===== src/sudoku_geom_pkg.sv =====
`default_nettype none

package sudoku_geom_pkg;

    localparam int GRID_DIM  = 9;
    localparam int BOX_DIM   = 3;
    localparam int NUM_CELLS = GRID_DIM * GRID_DIM;

    // 0 is an empty cell
    typedef logic [3:0]                   digit_t;
    typedef logic [6:0]                   cell_idx_t;
    // bit d-1 set means digit d still fits
    typedef logic [GRID_DIM-1:0]          digit_mask_t;
    typedef digit_t [NUM_CELLS-1:0]       grid_t;

    function automatic cell_idx_t row_base_of(input cell_idx_t idx);
        return cell_idx_t'((idx / GRID_DIM) * GRID_DIM);
    endfunction

    function automatic cell_idx_t col_of(input cell_idx_t idx);
        return cell_idx_t'(idx % GRID_DIM);
    endfunction

    function automatic cell_idx_t box_base_of(input cell_idx_t idx);
        cell_idx_t row;
        cell_idx_t col;
        row = cell_idx_t'(idx / GRID_DIM);
        col = col_of(idx);
        return cell_idx_t'((row / BOX_DIM) * BOX_DIM * GRID_DIM + (col / BOX_DIM) * BOX_DIM);
    endfunction

    // one-hot of a placed digit, nothing for an empty cell
    function automatic digit_mask_t digit_bit(input digit_t d);
        if (d >= 4'd1 && d <= 4'd9) begin
            return digit_mask_t'(1) << (d - 4'd1);
        end
        return '0;
    endfunction

    // digits missing from the row, column and box of idx
    function automatic digit_mask_t candidate_mask_of(input grid_t grid, input cell_idx_t idx);
        digit_mask_t mask;
        cell_idx_t   rb;
        cell_idx_t   cb;
        cell_idx_t   bb;
        mask = '1;
        rb   = row_base_of(idx);
        cb   = col_of(idx);
        bb   = box_base_of(idx);
        for (int k = 0; k < GRID_DIM; k++) begin
            mask &= ~digit_bit(grid[rb + k]);
            mask &= ~digit_bit(grid[cb + k * GRID_DIM]);
            mask &= ~digit_bit(grid[bb + (k / BOX_DIM) * GRID_DIM + k % BOX_DIM]);
        end
        return mask;
    endfunction

endpackage

`default_nettype wire


===== src/sudoku_solve_pkg.sv =====
`default_nettype none

package sudoku_solve_pkg;

    // cell under test this cycle
    typedef struct packed {
        logic                       valid;
        sudoku_geom_pkg::cell_idx_t idx;
    } probe_t;

    // finder result
    typedef struct packed {
        logic                       found;
        sudoku_geom_pkg::digit_t    digit;
    } single_t;

    // registered grid write
    typedef struct packed {
        logic                       valid;
        sudoku_geom_pkg::cell_idx_t idx;
        sudoku_geom_pkg::digit_t    digit;
    } placement_t;

    typedef enum logic [2:0] {
        IDLE,
        LOAD,
        SWEEP,
        DRAIN,
        EMIT
    } ctrl_state_t;

endpackage

`default_nettype wire


===== src/placement_arbiter.sv =====
`default_nettype none

module placement_arbiter (
    input  logic                          clk,
    input  logic                          rst_n,
    input  sudoku_solve_pkg::probe_t      probe,
    input  sudoku_solve_pkg::single_t     naked,
    input  sudoku_solve_pkg::single_t     hidden,
    input  logic                          sweep_clear,
    output sudoku_solve_pkg::placement_t  placement,
    output logic                          sweep_progress
);
    import sudoku_solve_pkg::*;

    placement_t choice;

    // naked single first, hidden box single as fallback
    always_comb begin
        choice.valid = probe.valid && (naked.found || hidden.found);
        choice.idx   = probe.idx;
        choice.digit = naked.found ? naked.digit : hidden.digit;
    end

    always_ff @(posedge clk or negedge rst_n) begin
        if (!rst_n) begin
            placement <= '0;
        end else begin
            placement <= choice;
        end
    end

    // did this sweep place anything
    always_ff @(posedge clk or negedge rst_n) begin
        if (!rst_n) begin
            sweep_progress <= 1'b0;
        end else if (sweep_clear) begin
            sweep_progress <= 1'b0;
        end else if (choice.valid) begin
            sweep_progress <= 1'b1;
        end
    end

endmodule

`default_nettype wire


===== config.mk =====
export PLATFORM = sky130hd
export DESIGN_NAME = placement_arbiter
export DESIGN_NICKNAME = d
export VERILOG_FILES = /design/src/sudoku_geom_pkg.sv /design/src/sudoku_solve_pkg.sv /design/src/placement_arbiter.sv
export SDC_FILE = /design/constraint.sdc
export NUM_CORES = 1
export LEC_CHECK = 0
export BUFFER_PORTS_ARGS = -buffer_cell sky130_fd_sc_hd__buf_2
export CAP_MARGIN = 25
export CORE_AREA = 2 2 39 41
export CTS_BUF_LIST = sky130_fd_sc_hd__clkbuf_4
export DETAILED_ROUTE_END_ITERATION = 10
export DIE_AREA = 0 0 41 43
export GPL_TIMING_DRIVEN = 0
export PLACE_DENSITY = 0.71
export SLEW_MARGIN = 20
export SYNTH_ARGS = -nofsm -noshare
export SYNTH_HDL_FRONTEND = slang
export SYNTH_SLANG_ARGS = --single-unit

===== constraint.sdc =====
create_clock -name clk -period 0.8 [get_ports clk]
set_input_delay 0.16 -clock clk [delete_from_list [all_inputs] [get_ports clk]]
set_output_delay 0.16 -clock clk [all_outputs]
set_load 0.02 [all_outputs]

# Yosys cells after proc, flatten, opt, wreduce, memory -nomap -nowiden
# Index checks and enable logic that the tools add are counted.
# word_totals
reg_bits	13
latchBits	0
ramBits	0
rom_bits	0
output_inout_bits	13
elab_cells	10
mem_count	0
# op_classes
n_addsub	0
mul	0
n_div	0
n_lt_le_gt_ge	0
n_eq_ne	0
shift	0
mux	3
bitwise_logic	0
reduce_logical	3
# op_table
cell	n
4-bit 2-to-1 mux	1
1-bit 2-to-1 mux	2
2-bit nonzero test	1
1-bit logical AND	1
1-bit logical OR	1

# Depth between registers and ports, before layout
# Gate-level depths: netlist of run 1.
# logic_depth
word_depth	4
depth_mapped	2

# Least setup slack after synthesis of run 1
# Ideal clock, no wire load.
# synth_path
path_type	reg-to-reg
start	reg, netlist name sweep_progress
end	reg sweep_progress
arrival_time_ps	626
t_required_ps	681
slack_ps	55
path_stages_with_launch	2
path_buffers	0
synth_period_minus_slack_ps	745
path_cell_list	dfrtp_1 o21ba_1
# synth_rtl
item	line	text
to (signal assigned)	placement_arbiter.sv:35	sweep_progress <= 1'b0;
to (signal assigned)	placement_arbiter.sv:37	sweep_progress <= 1'b0;
to (signal assigned)	placement_arbiter.sv:39	sweep_progress <= 1'b1;
to (decl)	placement_arbiter.sv:11	output logic sweep_progress

# Worst setup path in the final report of run 1
# layout_path
start	reg sweep_progress
end	out sweep_progress
# No word-level cell between the ends.

==> results of run 1 <==
## layout by cell type, fill, tap and decap left out, drive strengths merged
master and instances:
clkinv 1, mux2 4, o21a 1, o21ba 1, buf 33, dfrtp 13
clkbuf 3, dlygate4sd3 8
## synthesized netlist by cell type
library cell,count
sky130_fd_sc_hd__mux2_2,4
sky130_fd_sc_hd__o21a_1,1
sky130_fd_sc_hd__o21ba_1,1
sky130_fd_sc_hd__dfrtp_1,13
## sequential cells by signal, indices dropped and copies added (netlist names)
name            flops
placement          12
sweep_progress      1
## kinds of logic after synthesis
kind of cell	after synthesis
mux	4
flops	13
compound gates	2
## layout make-up
class | count | area share, %
multi-input cells | 6 | 8.21
clock buffers | 3 | 2.96
flip-flops and latches | 13 | 42.7
well taps | 16 | 2.63
clock inverters | 1 | 0.657
repair buffers | 41 | 42.9
## per-stage QoR
step / std cells / area, sq um / total power, mW / setup TNS, ns
3_3_place_gp: 68 / 573 / 0.902 / 0
2_1_floorplan: 19 / 388 / 0.799 / 0
4_1_cts: 80 / 762 / 1.39 / -1.99
6_report: 80 / 762 / 1.36 / -1.73
3_5_place_dp: 68 / 573 / 0.905 / 0
5_1_grt: 80 / 762 / 1.44 / -2.21
## layer usage
| layer | track usage, % | wire length (um) | up-vias |
|---|---|---|---|
| met1 | 10.9 | 324 | 145 |
| met5 | 0 | 0 | - |
| met4 | 8.00 | 5 | 0 |
| met3 | 6.81 | 167 | 2 |
| li1 | - | - | 153 |
| met2 | 23.1 | 492 | 34 |
## final timing paths
kind                                startpoint        endpoint  slack [ns]
worst max-delay path            sweep_progress  sweep_progress       -0.16
worst min-delay path               sweep_clear  sweep_progress        0.12
worst max register to register  sweep_progress  sweep_progress        0.12
worst min register to register  sweep_progress  sweep_progress        0.53
max in group asynchronous                rst_n    placement[2]        0.28
min in group asynchronous                rst_n    placement[9]        0.30
## power by group through the flow
stage / Combinational (mW) / Sequential [mW] / Clock (mW)
floorplan: 0.0238 / 0.775 / 0
global placement: 0.184 / 0.718 / 0
CTS: 0.264 / 0.717 / 0.411
global route: 0.285 / 0.721 / 0.435
finish: 0.263 / 0.716 / 0.377
detailed placement: 0.185 / 0.720 / 0
## what timing repair did
item                       in CTS  in global routing
gates cloned                    0                  0
setup endpoints to repair      13                 13
hold endpoints to repair       20                  0
pin swaps                       0                  0
hold buffers                    8                  0
gates resized for setup        26                  0
==> impl_metrics.yaml, run 1 <==
power_and_ir_drop:
  net-switching-power_mw: 0.321
  static-leakage-power_nw: 0.389
  pwr_density_cell_nw_per_um2: 1780
  max-vdd-ir-drop_mv: 0.863
  netSwitchingFraction_pct: 23.7
  seqPwrFrac_pct: 52.8
  combinationalPowerShare_pct: 19.4
  clock_power_share_pct: 27.8
  p_int_mw: 1.04
min_path:
  min_delay_path_depth: 2
  min_path_type: "input port to register"
critical_path:
  timing.critical_path.required_ns: 0.64
  crit_family: "flip-flops"
  critPathMaxFanout: 2
  worstPathBufferInverterCount: 1
  cp-end-kind: "primary output"
  startpoint_type: "register"
  r2r_worst_path_depth: 1
  timing.critical_path.arrival_ns: 0.80
  critical_path_depth: 1
  crit_path_max_incr_delay_ns: 0.39
  critical-path-slowest-cell: "sky130_fd_sc_hd__dfrtp_1"
  path_cells: "buf_6"
  worstSetupPathType: "register to primary output"
drt:
  drt_iter0_drc: 0
  postRouteAntennaNets: 0
  drcViolationCount: 0
  detail_route.wl_per_cell_um: 12.4
  vias: 334
  finalWirelength_um: 988
  viasPerCell: 4.18
  first_pass_iteration_count_of_the_detailed_router: 1
sta:
  final.setup_skew_ns: 0
  finalHoldViolCount: 0
  max_slew_margin_pct: 81.3
  worst_pin_slew_ns: 0.281
  finalHoldWorstSlack_ns: 0.121
  setup_ws_final_ns: -0.155
  fmax_ghz: 1.05
  final_period_minus_worst_setup_slack_ns: 0.955
  rsz0062_at_grt: "yes"
  final_max_slew_viol_count: 0
  finalSetupViolations: 13
  timing.final.crit_share_pct: 119
cells_and_area:
  area_taken_by_multi_input_logic_gates_sq_um: 62.6
  final-seq-area_sq_um: 325
  n_antenna_cell: 0
  fillers: 121
  layout-drive-gt1-share_pct: 64.1
  final_net_count: 86
  flow.area_growth_from_synthesis_pct: 96.5
  final_core_utilization_pct: 55.1
placement:
  buffer_ports.inserted: 33
  place_congestion: 0.645
  pre_cts_slack_ns: 0.0217
synthesis:
  synth_mux_area_share_pct: 11.6
  avgSynthCellArea_sq_um: 20.4
  post_synthesis_sequential_area_ratio_pct: 83.9
  synthesized_area_fraction_occupied_by_ao_oa_aoi_and_oai_cells_pct: 4.52
  yosysWarnings: 0
  synth_xor_area_share_pct: 0
  synth-seq-cells: 13
  post_synthesis_cell_area_sq_um: 388
  ys_types: 4
  synth_top_cells_by_area: "sky130_fd_sc_hd__dfrtp_1 (84%), sky130_fd_sc_hd__mux2_2 (12%), sky130_fd_sc_hd__o21ba_1 (2.6%), sky130_fd_sc_hd__o21a_1 (1.9%)"
  post_synth_fa_ha_maj_area_fraction_pct: 0
  netlist_instances: 19
  synth_top_area_share_pct: 83.9
  synth_fp_nets: 40
  synth_top_family_by_area: "multiplexers"
  yosys.area_share.simple_pct: 0
  netlist.top_cell.by_area: "sky130_fd_sc_hd__dfrtp_1"
run_status:
  status: "finished with violations"
  failed_checks: "negative setup slack"
cts:
  cts.path.max_buffers: 2
  tritoncts_clock_tree: "yes"
  clock-sinks: 13
  clock_buffers_created_by_tritoncts: 3
  clk_transition_reported_paths_ns: 0.08
  ctsRootBufferMaster: "sky130_fd_sc_hd__clkbuf_4"
  insertion_delay_to_the_later_sink_of_the_worst_skew_pair_ns: 0.26
  postCtsSetupRepairBufs: 0
  ctsHtreeMaxLevel: 1
flow_run:
  max-cap-violations: 0
die:
  initial_utilization_pct: 28.0
  floorplan.io_pins: 34
  row_count: 14
  die_w_um: 41
  die-area_sq_um: 1760
  core-area_sq_um: 1380
  fp.dieH_um: 43
global_routing:
  grt_pass1_wl_mm: 1.46
  grt_start_max_net_pins: 14
  grt_remaining_overflow: 0
  number_of_global_route_vias_before_repair: 390
  grt_use_total_pct: 13.4
  antenna_found_initial: 0
Note: power is estimated with default switching activity, not from simulation.
==> run 2: changes to the inputs <==
Settings changed: SKIP_CTS_REPAIR_TIMING set to 1.
==> run 2 against run 1 <==
Against the previous run: the run still ends with negative setup slack left; critical path type unchanged; highest routed layer unchanged; sequential share of layout area is the same; die area stayed put; clock-buffer cell count unchanged; critical endpoint unchanged; final cell count did not move; flip-flop and latch count is the same.
==> impl_metrics.yaml, run 2 (same netlist as run 1, synthesis figures left out) <==
die:
  die-area_sq_um: 1760
  initial_utilization_pct: 28.0
  fp.dieH_um: 43
  floorplan.io_pins: 34
  core-area_sq_um: 1380
  die_w_um: 41
  row_count: 14
sta:
  final_max_slew_viol_count: 0
  rsz0062_at_grt: "yes"
  fmax_ghz: 1.05
  worst_pin_slew_ns: 0.284
  final_period_minus_worst_setup_slack_ns: 0.955
  max_slew_margin_pct: 81.1
  final.setup_skew_ns: 0
  setup_ws_final_ns: -0.155
  finalHoldViolCount: 0
  timing.final.crit_share_pct: 119
  finalSetupViolations: 13
critical_path:
  timing.critical_path.arrival_ns: 0.80
  worstPathBufferInverterCount: 1
  crit_path_max_incr_delay_ns: 0.39
  critical-path-slowest-cell: "sky130_fd_sc_hd__dfrtp_1"
  r2r-end: "sweep_progress"
  r2r_worst_path_depth: 1
  timing.reg2reg.setup_slack_ns: 0.12
  critPathMaxFanout: 2
  startpoint_type: "register"
  cp-end-kind: "primary output"
  reg2reg_from: "sweep_progress"
  worstSetupPathType: "register to primary output"
  crit_family: "flip-flops"
  timing.critical_path.required_ns: 0.64
  path_cells: "buf_6"
cts:
  ctsRootBufferMaster: "sky130_fd_sc_hd__clkbuf_4"
  tritoncts_clock_tree: "yes"
  ctsHtreeMaxLevel: 1
  cts.path.max_buffers: 2
  insertion_delay_to_the_later_sink_of_the_worst_skew_pair_ns: 0.26
  clock_buffers_created_by_tritoncts: 3
  clock-sinks: 13
  clk_transition_reported_paths_ns: 0.08
run_status:
  failed_checks: "negative setup slack"
  status: "finished with violations"
power_and_ir_drop:
  clock_power_share_pct: 27.8
  seqPwrFrac_pct: 52.8
  p_int_mw: 1.03
  net-switching-power_mw: 0.322
  report.power.total_mw: 1.36
  combinationalPowerShare_pct: 19.3
  pwr_density_cell_nw_per_um2: 1780
  static-leakage-power_nw: 0.389
  max-vdd-ir-drop_mv: 0.869
  netSwitchingFraction_pct: 23.7
cells_and_area:
  largest_register_ffs: 12
  area_taken_by_multi_input_logic_gates_sq_um: 62.6
  final_core_utilization_pct: 55.1
  flow.area_growth_from_synthesis_pct: 96.5
  final_net_count: 86
  n_antenna_cell: 0
  final_std_cells_w_o_fill: 80
  largest_register_by_flop_count: "placement"
  layout-drive-gt1-share_pct: 64.1
  mostFrequentLayoutCells: "sky130_fd_sc_hd__buf_2 (20), sky130_fd_sc_hd__buf_6 (13), sky130_fd_sc_hd__dfrtp_1 (13), sky130_fd_sc_hd__dlygate4sd3_1 (8), sky130_fd_sc_hd__mux2_2 (4)"
  final_common_cell: "sky130_fd_sc_hd__buf_2"
  final-seq-area_sq_um: 325
  reg_top3: "placement x12, sweep_progress x1"
  fillers: 121
min_path:
  min_path_type: "input port to register"
  min_delay_worst_endpoint: "sweep_progress"
  min_delay_path_depth: 2
  min_from: "sweep_clear"
drt:
  viasPerCell: 4.19
  finalWirelength_um: 996
  postRouteAntennaNets: 0
  vias: 335
  detail_route.wl_per_cell_um: 12.5
  drt_iter0_drc: 0
  first_pass_iteration_count_of_the_detailed_router: 1
  drcViolationCount: 0
global_routing:
  antenna_found_initial: 0
  grt_pass1_wl_mm: 1.21
  grt_start_max_net_pins: 14
  number_of_global_route_vias_before_repair: 327
  grt_remaining_overflow: 0
  grt_use_total_pct: 10.9
placement:
  place_congestion: 0.645
  buffer_ports.inserted: 33
  post-place-cells: 68
flow_run:
  max-cap-violations: 0
==> run 2: cell counts in the layout (fill, tap and decap cells not counted) <==
Identical to the previous run, type by type.
==> run 2: layer usage <==
layer,share of wire [%],GRT usage (%),up-vias
li1,-,-,153
met4,0.50,8.00,0
met5,0,0,-
met1,34,10.8,146
met3,15,5.76,2
met2,50,16.3,34
==> run 2: area by class of cell <==
type,instances,share of cell area [%]
clock buffers,3,2.96
clock inverters,1,0.657
multi-input cells,6,8.21
flip-flops and latches,13,42.7
well taps,16,2.63
repair buffers,41,42.9
==> run 2: power by group through the flow <==
stage	logic [mW]	registers (mW)	clock network, mW
2_1_floorplan	0.0238	0.775	0
3_3_place_gp	0.184	0.718	0
3_5_place_dp	0.185	0.720	0
4_1_cts	0.186	0.707	0.411
5_1_grt	0.285	0.721	0.436
6_report	0.263	0.717	0.378
==> run 2: worst max path at each step <==
stage,startpoint,end,slack [ns],cells past startpoint
floorplan,sweep_progress,sweep_progress,0.06,1
finish,sweep_progress,sweep_progress,-0.16,1
global placement,naked[4],sweep_progress,0.02,3
CTS,sweep_progress,sweep_progress,-0.19,1
global route,sweep_progress,sweep_progress,-0.19,1
detailed placement,naked[4],sweep_progress,0.02,3
==> run 2: metrics by stage <==
stage          TNS (ns)  setup WS, ns  cell area [sq um]  hold slack (ns)
3_3_place_gp          0        0.0248                573           0.0481
4_1_cts           -2.09        -0.188                601           -0.245
5_1_grt           -2.23        -0.192                762            0.107
3_5_place_dp          0        0.0217                573           0.0570
2_1_floorplan         0        0.0554                388           -0.136
6_report          -1.76        -0.155                762            0.121
